**src/audio_mix_pkg.sv**
```systemverilog
// Audio mixer shared definitions: widths, control register map, boost modes, compressor curves
package audio_mix_pkg;

	// Sample and sum widths
	localparam int sample_w = 16;
	localparam int sum_w    = 17;

	// Boost mode, value 3 is reserved and behaves as 4x
	typedef enum logic [1:0] {
		boost_off    = 2'd0,
		boost_2x     = 2'd1,
		boost_4x     = 2'd2,
		boost_4x_alt = 2'd3
	} boost_t;

	////////////////////
	// Control register map
	////////////////////

	localparam int ctrl_addr        = 0;
	localparam int ctrl_spk_vol_lsb = 0;
	localparam int ctrl_boost_lsb   = 2;
	localparam int ctrl_mute_bit    = 4;

	// Speaker bit lands at bit 11 before the volume shift
	localparam int spk_base_shift = 11;

	////////////////////
	// Compressor curves
	////////////////////

	// 2x curve: knee, gain below knee, divisor and offset above it
	localparam int comp_x_2x = 14044;
	localparam int comp_a_2x = 2;
	localparam int comp_f_2x = 4;
	localparam int comp_b_2x = 28088;

	// 4x curve
	localparam int comp_x_4x = 7400;
	localparam int comp_a_4x = 4;
	localparam int comp_f_4x = 8;
	localparam int comp_b_4x = 29600;

	// AXI response codes
	localparam logic [1:0] resp_okay   = 2'b00;
	localparam logic [1:0] resp_slverr = 2'b10;

	// Register block states
	typedef enum logic [1:0] {
		st_idle       = 2'd0,
		st_write_resp = 2'd1,
		st_read_resp  = 2'd2
	} axi_fsm_t;

endpackage

```
**src/audio_compress_stage.sv**
```systemverilog
// Compression stage: soft-knee 2x or 4x boost per channel, or bypass when boost is off
`timescale 1ns/1ns

module audio_compress_stage (
	input  logic                               clk_sys,
	input  logic                               reset,
	input  logic                               sum_valid,
	input  logic [audio_mix_pkg::sample_w-1:0] sum_left,
	input  logic [audio_mix_pkg::sample_w-1:0] sum_right,
	input  audio_mix_pkg::boost_t              boost,
	output logic                               audio_valid,
	output logic [audio_mix_pkg::sample_w-1:0] audio_left,
	output logic [audio_mix_pkg::sample_w-1:0] audio_right
);

	logic [audio_mix_pkg::sample_w-1:0] next_left;
	logic [audio_mix_pkg::sample_w-1:0] next_right;

	// Linear below the knee, compressed slope above it
	function automatic logic [15:0] curve(
		input logic [15:0] mag,
		input int          x,
		input int          a,
		input int          f,
		input int          b
	);
		if (mag < 16'(x))
			return 16'(mag * a);
		return 16'(((mag - 16'(x)) / f) + b);
	endfunction

	// Whole channel, magnitude in and sign back out
	function automatic logic [15:0] compress(
		input logic [15:0]           inp,
		input audio_mix_pkg::boost_t mode
	);
		logic [15:0] mag;
		logic [15:0] v;
		mag = inp[15] ? (~inp + 16'd1) : inp;
		case (mode)
			audio_mix_pkg::boost_2x:
				v = curve(mag, audio_mix_pkg::comp_x_2x, audio_mix_pkg::comp_a_2x,
					audio_mix_pkg::comp_f_2x, audio_mix_pkg::comp_b_2x);
			// Reserved code acts as 4x
			default:
				v = curve(mag, audio_mix_pkg::comp_x_4x, audio_mix_pkg::comp_a_4x,
					audio_mix_pkg::comp_f_4x, audio_mix_pkg::comp_b_4x);
		endcase
		return inp[15] ? (~v + 16'd1) : v;
	endfunction

	////////////////////
	// Bypass select
	////////////////////

	always_comb begin
		if (boost == audio_mix_pkg::boost_off) begin
			next_left  = sum_left;
			next_right = sum_right;
		end else begin
			next_left  = compress(sum_left, boost);
			next_right = compress(sum_right, boost);
		end
	end

	always_ff @(posedge clk_sys) begin
		if (reset)
			audio_valid <= 1'b0;
		else
			audio_valid <= sum_valid;
	end

	always_ff @(posedge clk_sys) begin
		audio_left  <= next_left;
		audio_right <= next_right;
	end

endmodule

```
**src/audio_ctrl_regs.sv**
```systemverilog
// Mixer control register behind an AXI4-Lite slave, decoded into volume, boost and mute
`timescale 1ns/1ns

module audio_ctrl_regs #(
	parameter int addr_w = 4
) (
	input  logic                  clk_sys,
	input  logic                  reset,

	// Write address and data
	input  logic                  awvalid,
	output logic                  awready,
	input  logic [addr_w-1:0]     awaddr,
	input  logic                  wvalid,
	output logic                  wready,
	input  logic [31:0]           wdata,
	input  logic [3:0]            wstrb,

	// Write response
	output logic                  bvalid,
	input  logic                  bready,
	output logic [1:0]            bresp,

	// Read
	input  logic                  arvalid,
	output logic                  arready,
	input  logic [addr_w-1:0]     araddr,
	output logic                  rvalid,
	input  logic                  rready,
	output logic [31:0]           rdata,
	output logic [1:0]            rresp,

	// Decoded fields
	output logic [1:0]            spk_vol,
	output audio_mix_pkg::boost_t boost,
	output logic                  mt32_mute
);

	audio_mix_pkg::axi_fsm_t state;

	logic wr_fire;
	logic rd_fire;
	logic wr_hit;
	logic rd_hit;
	logic [31:0] ctrl_word;

	// Write has priority over a read offered in the same cycle
	assign awready = (state == audio_mix_pkg::st_idle) && awvalid && wvalid;
	assign wready  = awready;
	assign arready = (state == audio_mix_pkg::st_idle) && arvalid && !(awvalid || wvalid);

	assign wr_fire = awready;
	assign rd_fire = arready;

	assign wr_hit = (awaddr == addr_w'(audio_mix_pkg::ctrl_addr));
	assign rd_hit = (araddr == addr_w'(audio_mix_pkg::ctrl_addr));

	assign bvalid = (state == audio_mix_pkg::st_write_resp);
	assign rvalid = (state == audio_mix_pkg::st_read_resp);

	// Unused bits read as zero
	always_comb begin
		ctrl_word = '0;
		ctrl_word[audio_mix_pkg::ctrl_spk_vol_lsb +: 2] = spk_vol;
		ctrl_word[audio_mix_pkg::ctrl_boost_lsb +: 2]   = boost;
		ctrl_word[audio_mix_pkg::ctrl_mute_bit]         = mt32_mute;
	end

	////////////////////
	// FSM and fields
	////////////////////

	always_ff @(posedge clk_sys) begin
		if (reset) begin
			state     <= audio_mix_pkg::st_idle;
			spk_vol   <= '0;
			boost     <= audio_mix_pkg::boost_off;
			mt32_mute <= 1'b0;
		end else begin
			case (state)
				audio_mix_pkg::st_idle: begin
					if (wr_fire) begin
						state <= audio_mix_pkg::st_write_resp;
						// All fields live in byte 0
						if (wr_hit && wstrb[0]) begin
							spk_vol   <= wdata[audio_mix_pkg::ctrl_spk_vol_lsb +: 2];
							boost     <= audio_mix_pkg::boost_t'(
								wdata[audio_mix_pkg::ctrl_boost_lsb +: 2]);
							mt32_mute <= wdata[audio_mix_pkg::ctrl_mute_bit];
						end
					end else if (rd_fire) begin
						state <= audio_mix_pkg::st_read_resp;
					end
				end
				audio_mix_pkg::st_write_resp: begin
					if (bready)
						state <= audio_mix_pkg::st_idle;
				end
				audio_mix_pkg::st_read_resp: begin
					if (rready)
						state <= audio_mix_pkg::st_idle;
				end
				default: state <= audio_mix_pkg::st_idle;
			endcase
		end
	end

	// Response payload, captured at the handshake
	always_ff @(posedge clk_sys) begin
		if (wr_fire)
			bresp <= wr_hit ? audio_mix_pkg::resp_okay : audio_mix_pkg::resp_slverr;
		if (rd_fire) begin
			rresp <= rd_hit ? audio_mix_pkg::resp_okay : audio_mix_pkg::resp_slverr;
			rdata <= rd_hit ? ctrl_word : 32'd0;
		end
	end

endmodule

```
**src/audio_mixer_top.sv**
```systemverilog
// Audio mixer top: AXI4-Lite control register, sum-and-clamp stage and compressor
`timescale 1ns/1ns

module audio_mixer_top #(
	parameter int addr_w = 4
) (
	input  logic                               clk_sys,
	input  logic                               reset,

	// AXI4-Lite control port
	input  logic                               awvalid,
	output logic                               awready,
	input  logic [addr_w-1:0]                  awaddr,
	input  logic                               wvalid,
	output logic                               wready,
	input  logic [31:0]                        wdata,
	input  logic [3:0]                         wstrb,
	output logic                               bvalid,
	input  logic                               bready,
	output logic [1:0]                         bresp,
	input  logic                               arvalid,
	output logic                               arready,
	input  logic [addr_w-1:0]                  araddr,
	output logic                               rvalid,
	input  logic                               rready,
	output logic [31:0]                        rdata,
	output logic [1:0]                         rresp,

	// Sample inputs
	input  logic                               sample_valid,
	input  logic [audio_mix_pkg::sample_w-1:0] sb_left,
	input  logic [audio_mix_pkg::sample_w-1:0] sb_right,
	input  logic [audio_mix_pkg::sample_w-1:0] mt32_left,
	input  logic [audio_mix_pkg::sample_w-1:0] mt32_right,
	input  logic                               speaker,

	// Mixed output
	output logic                               audio_valid,
	output logic [audio_mix_pkg::sample_w-1:0] audio_left,
	output logic [audio_mix_pkg::sample_w-1:0] audio_right
);

	logic [1:0]                         spk_vol;
	audio_mix_pkg::boost_t              boost;
	logic                               mt32_mute;
	logic                               sum_valid;
	logic [audio_mix_pkg::sample_w-1:0] sum_left;
	logic [audio_mix_pkg::sample_w-1:0] sum_right;

	////////////////////
	// Control
	////////////////////

	audio_ctrl_regs #(
		.addr_w(addr_w)
	) u_regs (
		.clk_sys   (clk_sys),
		.reset     (reset),
		.awvalid   (awvalid),
		.awready   (awready),
		.awaddr    (awaddr),
		.wvalid    (wvalid),
		.wready    (wready),
		.wdata     (wdata),
		.wstrb     (wstrb),
		.bvalid    (bvalid),
		.bready    (bready),
		.bresp     (bresp),
		.arvalid   (arvalid),
		.arready   (arready),
		.araddr    (araddr),
		.rvalid    (rvalid),
		.rready    (rready),
		.rdata     (rdata),
		.rresp     (rresp),
		.spk_vol   (spk_vol),
		.boost     (boost),
		.mt32_mute (mt32_mute)
	);

	////////////////////
	// Audio pipeline
	////////////////////

	audio_sum_stage u_sum (
		.clk_sys      (clk_sys),
		.reset        (reset),
		.sample_valid (sample_valid),
		.sb_left      (sb_left),
		.sb_right     (sb_right),
		.mt32_left    (mt32_left),
		.mt32_right   (mt32_right),
		.speaker      (speaker),
		.spk_vol      (spk_vol),
		.mt32_mute    (mt32_mute),
		.sum_valid    (sum_valid),
		.sum_left     (sum_left),
		.sum_right    (sum_right)
	);

	audio_compress_stage u_comp (
		.clk_sys     (clk_sys),
		.reset       (reset),
		.sum_valid   (sum_valid),
		.sum_left    (sum_left),
		.sum_right   (sum_right),
		.boost       (boost),
		.audio_valid (audio_valid),
		.audio_left  (audio_left),
		.audio_right (audio_right)
	);

endmodule

```
**src/audio_sum_stage.sv**
```systemverilog
// Sum stage: scales the speaker bit, adds the three sources and saturates to 16 bits
`timescale 1ns/1ns

module audio_sum_stage (
	input  logic                               clk_sys,
	input  logic                               reset,
	input  logic                               sample_valid,
	input  logic [audio_mix_pkg::sample_w-1:0] sb_left,
	input  logic [audio_mix_pkg::sample_w-1:0] sb_right,
	input  logic [audio_mix_pkg::sample_w-1:0] mt32_left,
	input  logic [audio_mix_pkg::sample_w-1:0] mt32_right,
	input  logic                               speaker,
	input  logic [1:0]                         spk_vol,
	input  logic                               mt32_mute,
	output logic                               sum_valid,
	output logic [audio_mix_pkg::sample_w-1:0] sum_left,
	output logic [audio_mix_pkg::sample_w-1:0] sum_right
);

	logic [audio_mix_pkg::sum_w-1:0] spk_term;
	logic [audio_mix_pkg::sum_w-1:0] raw_left;
	logic [audio_mix_pkg::sum_w-1:0] raw_right;
	logic                            raw_valid;

	// One channel: sign-extended SB plus speaker plus optional MT-32
	function automatic logic [audio_mix_pkg::sum_w-1:0] mix(
		input logic [audio_mix_pkg::sample_w-1:0] sb,
		input logic [audio_mix_pkg::sample_w-1:0] mt,
		input logic [audio_mix_pkg::sum_w-1:0]    spk,
		input logic                               mute
	);
		logic [audio_mix_pkg::sum_w-1:0] mt_ext;
		mt_ext = mute ? '0 : {mt[audio_mix_pkg::sample_w-1], mt};
		return {sb[audio_mix_pkg::sample_w-1], sb} + spk + mt_ext;
	endfunction

	// Clamp when the two top bits disagree
	function automatic logic [audio_mix_pkg::sample_w-1:0] clamp(
		input logic [audio_mix_pkg::sum_w-1:0] raw
	);
		if (raw[audio_mix_pkg::sum_w-1] ^ raw[audio_mix_pkg::sum_w-2])
			return {raw[audio_mix_pkg::sum_w-1], {(audio_mix_pkg::sample_w-1){raw[audio_mix_pkg::sum_w-2]}}};
		return raw[audio_mix_pkg::sample_w-1:0];
	endfunction

	// Speaker sits at bit 11, volume moves it up to bit 14
	assign spk_term = {{(audio_mix_pkg::sum_w-1){1'b0}}, speaker}
		<< (audio_mix_pkg::spk_base_shift + spk_vol);

	always_ff @(posedge clk_sys) begin
		if (reset) begin
			raw_valid <= 1'b0;
			sum_valid <= 1'b0;
		end else begin
			raw_valid <= sample_valid;
			sum_valid <= raw_valid;
		end
	end

	always_ff @(posedge clk_sys) begin
		raw_left  <= mix(sb_left, mt32_left, spk_term, mt32_mute);
		raw_right <= mix(sb_right, mt32_right, spk_term, mt32_mute);
		sum_left  <= clamp(raw_left);
		sum_right <= clamp(raw_right);
	end

endmodule

```
**config.mk**
```make
export PLATFORM = sky130hd
export DESIGN_NAME = audio_mixer_top
export DESIGN_NICKNAME = d
export VERILOG_FILES = /design/src/audio_mix_pkg.sv /design/src/audio_compress_stage.sv /design/src/audio_ctrl_regs.sv /design/src/audio_mixer_top.sv /design/src/audio_sum_stage.sv
export SDC_FILE = /design/constraint.sdc
export NUM_CORES = 1
export LEC_CHECK = 0
export BUFFER_PORTS_ARGS = -buffer_cell sky130_fd_sc_hd__buf_2
export CELL_PAD_IN_SITES_DETAIL_PLACEMENT = 1
export CELL_PAD_IN_SITES_GLOBAL_PLACEMENT = 1
export CORE_MARGIN = 2
export CORE_UTILIZATION = 43
export CTS_BUF_LIST = sky130_fd_sc_hd__clkbuf_2
export DETAILED_ROUTE_END_ITERATION = 7
export PLACE_DENSITY_LB_ADDON = 0.2
export SLEW_MARGIN = 20
export SYNTH_ARGS = -nofsm -noshare
export SYNTH_HDL_FRONTEND = slang
export SYNTH_SLANG_ARGS = --single-unit
```
**constraint.sdc**
```tcl
create_clock -name clk_sys -period 5.5 [get_ports clk_sys]
set_input_delay 0.275 -clock clk_sys [delete_from_list [all_inputs] [get_ports clk_sys]]
set_output_delay 0.275 -clock clk_sys [all_outputs]
set_load 0.05 [all_outputs]
```
==> results.tsv <==
stage	metric	value	unit
outcome	outcome	completed	
synthesis	yosys_register_bits	115	
clock_network	clkLatencyLatePin	0.75	ns
detailed_routing	routedWlPerCell	20.6	µm
layout	layout_commonest_cell	nand2_1	
worst_setup_path	end_kind	flop	
sta	fin_crit	5.15	ns
grt	grt.overflow.total	0	
sta	max-slew-margin-rel	33.9	%
detailed_routing	drtPass1Iterations	5	
grt	grt_busiest_layer	met2	
worst_setup_path	crit_required	6.10	ns
grt	grt_first_pass_wirelength	62600	µm
grt	grt_max_degree	50	
detailed_routing	vias	11483	
clock_network	clk_pin_slew_worst_paths	0.22	ns
synthesis	syn_area	11100	µm²
sta	worst_pin_slew	0.967	ns
floorplan	rows	58	
detailed_routing	drcViolationCount	0	
worst_setup_path	cp_num_buf_inv	2	
placement	place.gp.congestion	0.949	
sta	finalCritPeriodShare	93.7	%
layout	area_growth	16.1	%
clock_network	clock-sinks	115	
grt	use_met2	49.8	%
floorplan	die_y	165	µm
sta	finalHoldViolations	0	
worst_setup_path	crit_type	reg -> reg	
clock_network	root_buffer	clkbuf_2	
clock_network	cts_made_buffers	17	
sta	clock_skew	0.0541	ns
clock_network	cts_tree	built	
floorplan	start_util	43.9	%
floorplan	die_area	27100	µm²
detailed_routing	drt_iter0_drc	854	
worst_setup_path	critPathMaxStageDelay	0.60	ns
synthesis	ys_top_cells_by_area	dfxtp_1 (20%), ha_1 (7.3%), xnor2_1 (7.3%), nand2_1 (4.9%), a21oi_1 (4.4%)	
placement	portBuffers	131	
placement	dp_hpwl	29900	µm
synthesis	synth-adder-area-share	10.6	%
floorplan	num_io_pins	191	
synthesis	yosysSeqAreaShare	21.4	%
sta	setup_viol_count_final	0	
grt	use_met3	5.12	%
sta	fmax	194	MHz
detailed_routing	final_antenna_net_count	0	
worst_setup_path	crit_path_max_fanout	9	
layout	drive_above_1_share	17.6	%
synthesis	synth_xor_area_share	9.55	%
clock_network	cts_resized	0	
grt	grt_pass1_vias	11655	
synthesis	synthDistinctLibCells	102	
sta	rsz0062_at_grt	no	
synthesis	synth_warnings	0	
synthesis	synth_area_leader_cell	dfxtp_1	
clock_network	cts_setup_buffers	0	
worst_setup_path	arrival	5.75	ns
synthesis	synthCells	1414	
detailed_routing	totalWireLength	39900	µm
grt	grt.total_usage	29.6	%
synthesis	synthMuxAreaShare	2.90	%
flow_run	maxCapViolations	0	
worst_setup_path	start_kind	flop	
synthesis	synth_top_area_share	19.5	%
clock_network	ctsHtreeMaxLevel	4	
synthesis	syn_avg_cell_area	7.84	µm²
detailed_routing	viasPerCell	5.94	
grt	met1_usage	38.9	%
synthesis	synth_top_family_by_area	compound AO/OA/AOI/OAI gates	
floorplan	core_area	25300	µm²
synthesis	synthArstFlopShare	0	%
floorplan	fp.dieW	165	µm
worst_setup_path	critical_path.top_delay_family	compound AO/OA/AOI/OAI gates	
synthesis	synth_ff_type	dfxtp_1	
worst_setup_path	crit_path_cell_trace	inv_1 > ha_1 > nor2b_1 > a311oi_1 > a211oi_1 > a22oi_1 > a311oi_2 > buf_4 > a31oi_1 > o21ai_0 > nand4bb_2 > a2111oi_4 > nand4_1 > o31ai_1 > xor2_1 > a21oi_1	
min_path	holdCritPathClass	in -> reg	
synthesis	synth-simple-area-share	23.8	%
worst_setup_path	cpMaxStageDelayCell	a211oi_1	
layout	nNetsFinal	1789	
sta	setup_tns	0	ns
sta	drv_slew	0	
grt	grt_antenna_before_repair	1	
clock_network	clock_path_buffers	2	
layout	layout_common_cells	nand2_1 (144), buf_2 (131), nor2_1 (118)	
synthesis	synth-compound-area-share	25.0	%
synthesis	synth_edf_count	7	
repair_timing:
item | CTS | global route
endpoints found under the hold margin | 34 | 0
hold buffers | 47 | 0
endpoints found under the setup margin | 0 | 0
worst reg2reg max path: cells and delay by family, from the launching register on:
family	cells	cell delay (ns)
xor gates and xnor gates	1	0.18
and+or+nand+nor	3	1.01
DFF	1	0.43
adders and majority gates	1	0.33
buffers and inverters	2	0.37
AOI/OAI and AO/OA	9	2.71
area by class of cell:
class | count | area [µm²]
timing repair buffer | 236 | 1560
multi-input combinational | 1175 | 8080
tap | 330 | 413
clock buffer | 17 | 85.1
fill | 3156 | 12400
sequential | 115 | 2370
clock inverter | 14 | 201
antenna | 1 | 2.50
inverter | 44 | 165
stage by stage:
| stage | util, % | instances | instance area [µm²] | hold slack (ns) | setup WS (ns) |
|---|---|---|---|---|---|
| after global routing | 51.0 | 1932 | 12900 | 0.0170 | 0.0505 |
| after global placement | 48.0 | 1853 | 12100 | 0.405 | 0.562 |
| after detailed placement | 48.0 | 1853 | 12100 | 0.414 | 0.450 |
| final | 51.0 | 1932 | 12900 | 0.0601 | 0.349 |
| after floorplan | - | 1442 | 11200 | 0.400 | 0.733 |
| after CTS | 51.0 | 1931 | 12900 | 0.00898 | 0.399 |
logic make-up after synthesis:
logic type / Yosys count
compound gates: 394
xor+xnor: 117
fa+ha+maj: 83
buf+inv: 152
flops: 115
mux: 31
other cells: 1
simple gates: 521
cell usage after synthesis (all sizes together), types with 16 or more instances:
cell    count
nor2b      57
nor3       41
a211oi     16
dfxtp     108
buf        55
nand3      34
nand2b     19
a31oi      18
fa         18
or2        17
ha         65
a21oi      99
xnor2      92
o21ai      81
inv        44
mux2i      25
xor2       25
nor2      118
nor4       19
clkbuf     53
nand2     144
layer usage:
metal	up-vias	wire, µm
li1	5414	-
met1	5613	17600
met2	394	18900
met3	62	2510
met4	0	889
met5	-	0
path summary, 6_finish.rpt:
path	startpoint	to	slack, ns	cells past startpoint
worst max-delay path	u_sum.sum_left[1]$_DFF_P_	u_comp.audio_left[14]$_DFF_P_	0.35	16
worst min-delay path	sb_left[5]	u_sum.raw_left[5]$_DFF_P_	0.06	4
worst max register to register	u_sum.sum_left[1]$_DFF_P_	u_comp.audio_left[14]$_DFF_P_	0.35	16
worst min register to register	u_sum.raw_left[12]$_DFF_P_	u_sum.sum_left[12]$_DFF_P_	0.41	2
registers in the layout (all words and copies together) (netlist names):
| name | count |
|---|---|
| u_sum.raw_valid | 1 |
| u_regs.mt32_mute | 1 |
| u_regs.bresp | 1 |
| u_sum.raw_left | 17 |
| u_regs.spk_vol | 2 |
| u_sum.sum_right | 16 |
| u_comp.audio_left | 16 |
| u_sum.sum_left | 16 |
| u_regs.state | 2 |
| u_sum.sum_valid | 1 |
| u_regs.boost | 2 |
| u_sum.raw_right | 17 |
| u_regs.rresp | 1 |
| u_comp.audio_right | 16 |
| u_regs.rdata | 5 |
| u_comp.audio_valid | 1 |
Power is not shown: default switching activity piles up to over one toggle a cycle in this logic, so the estimate is an artifact.
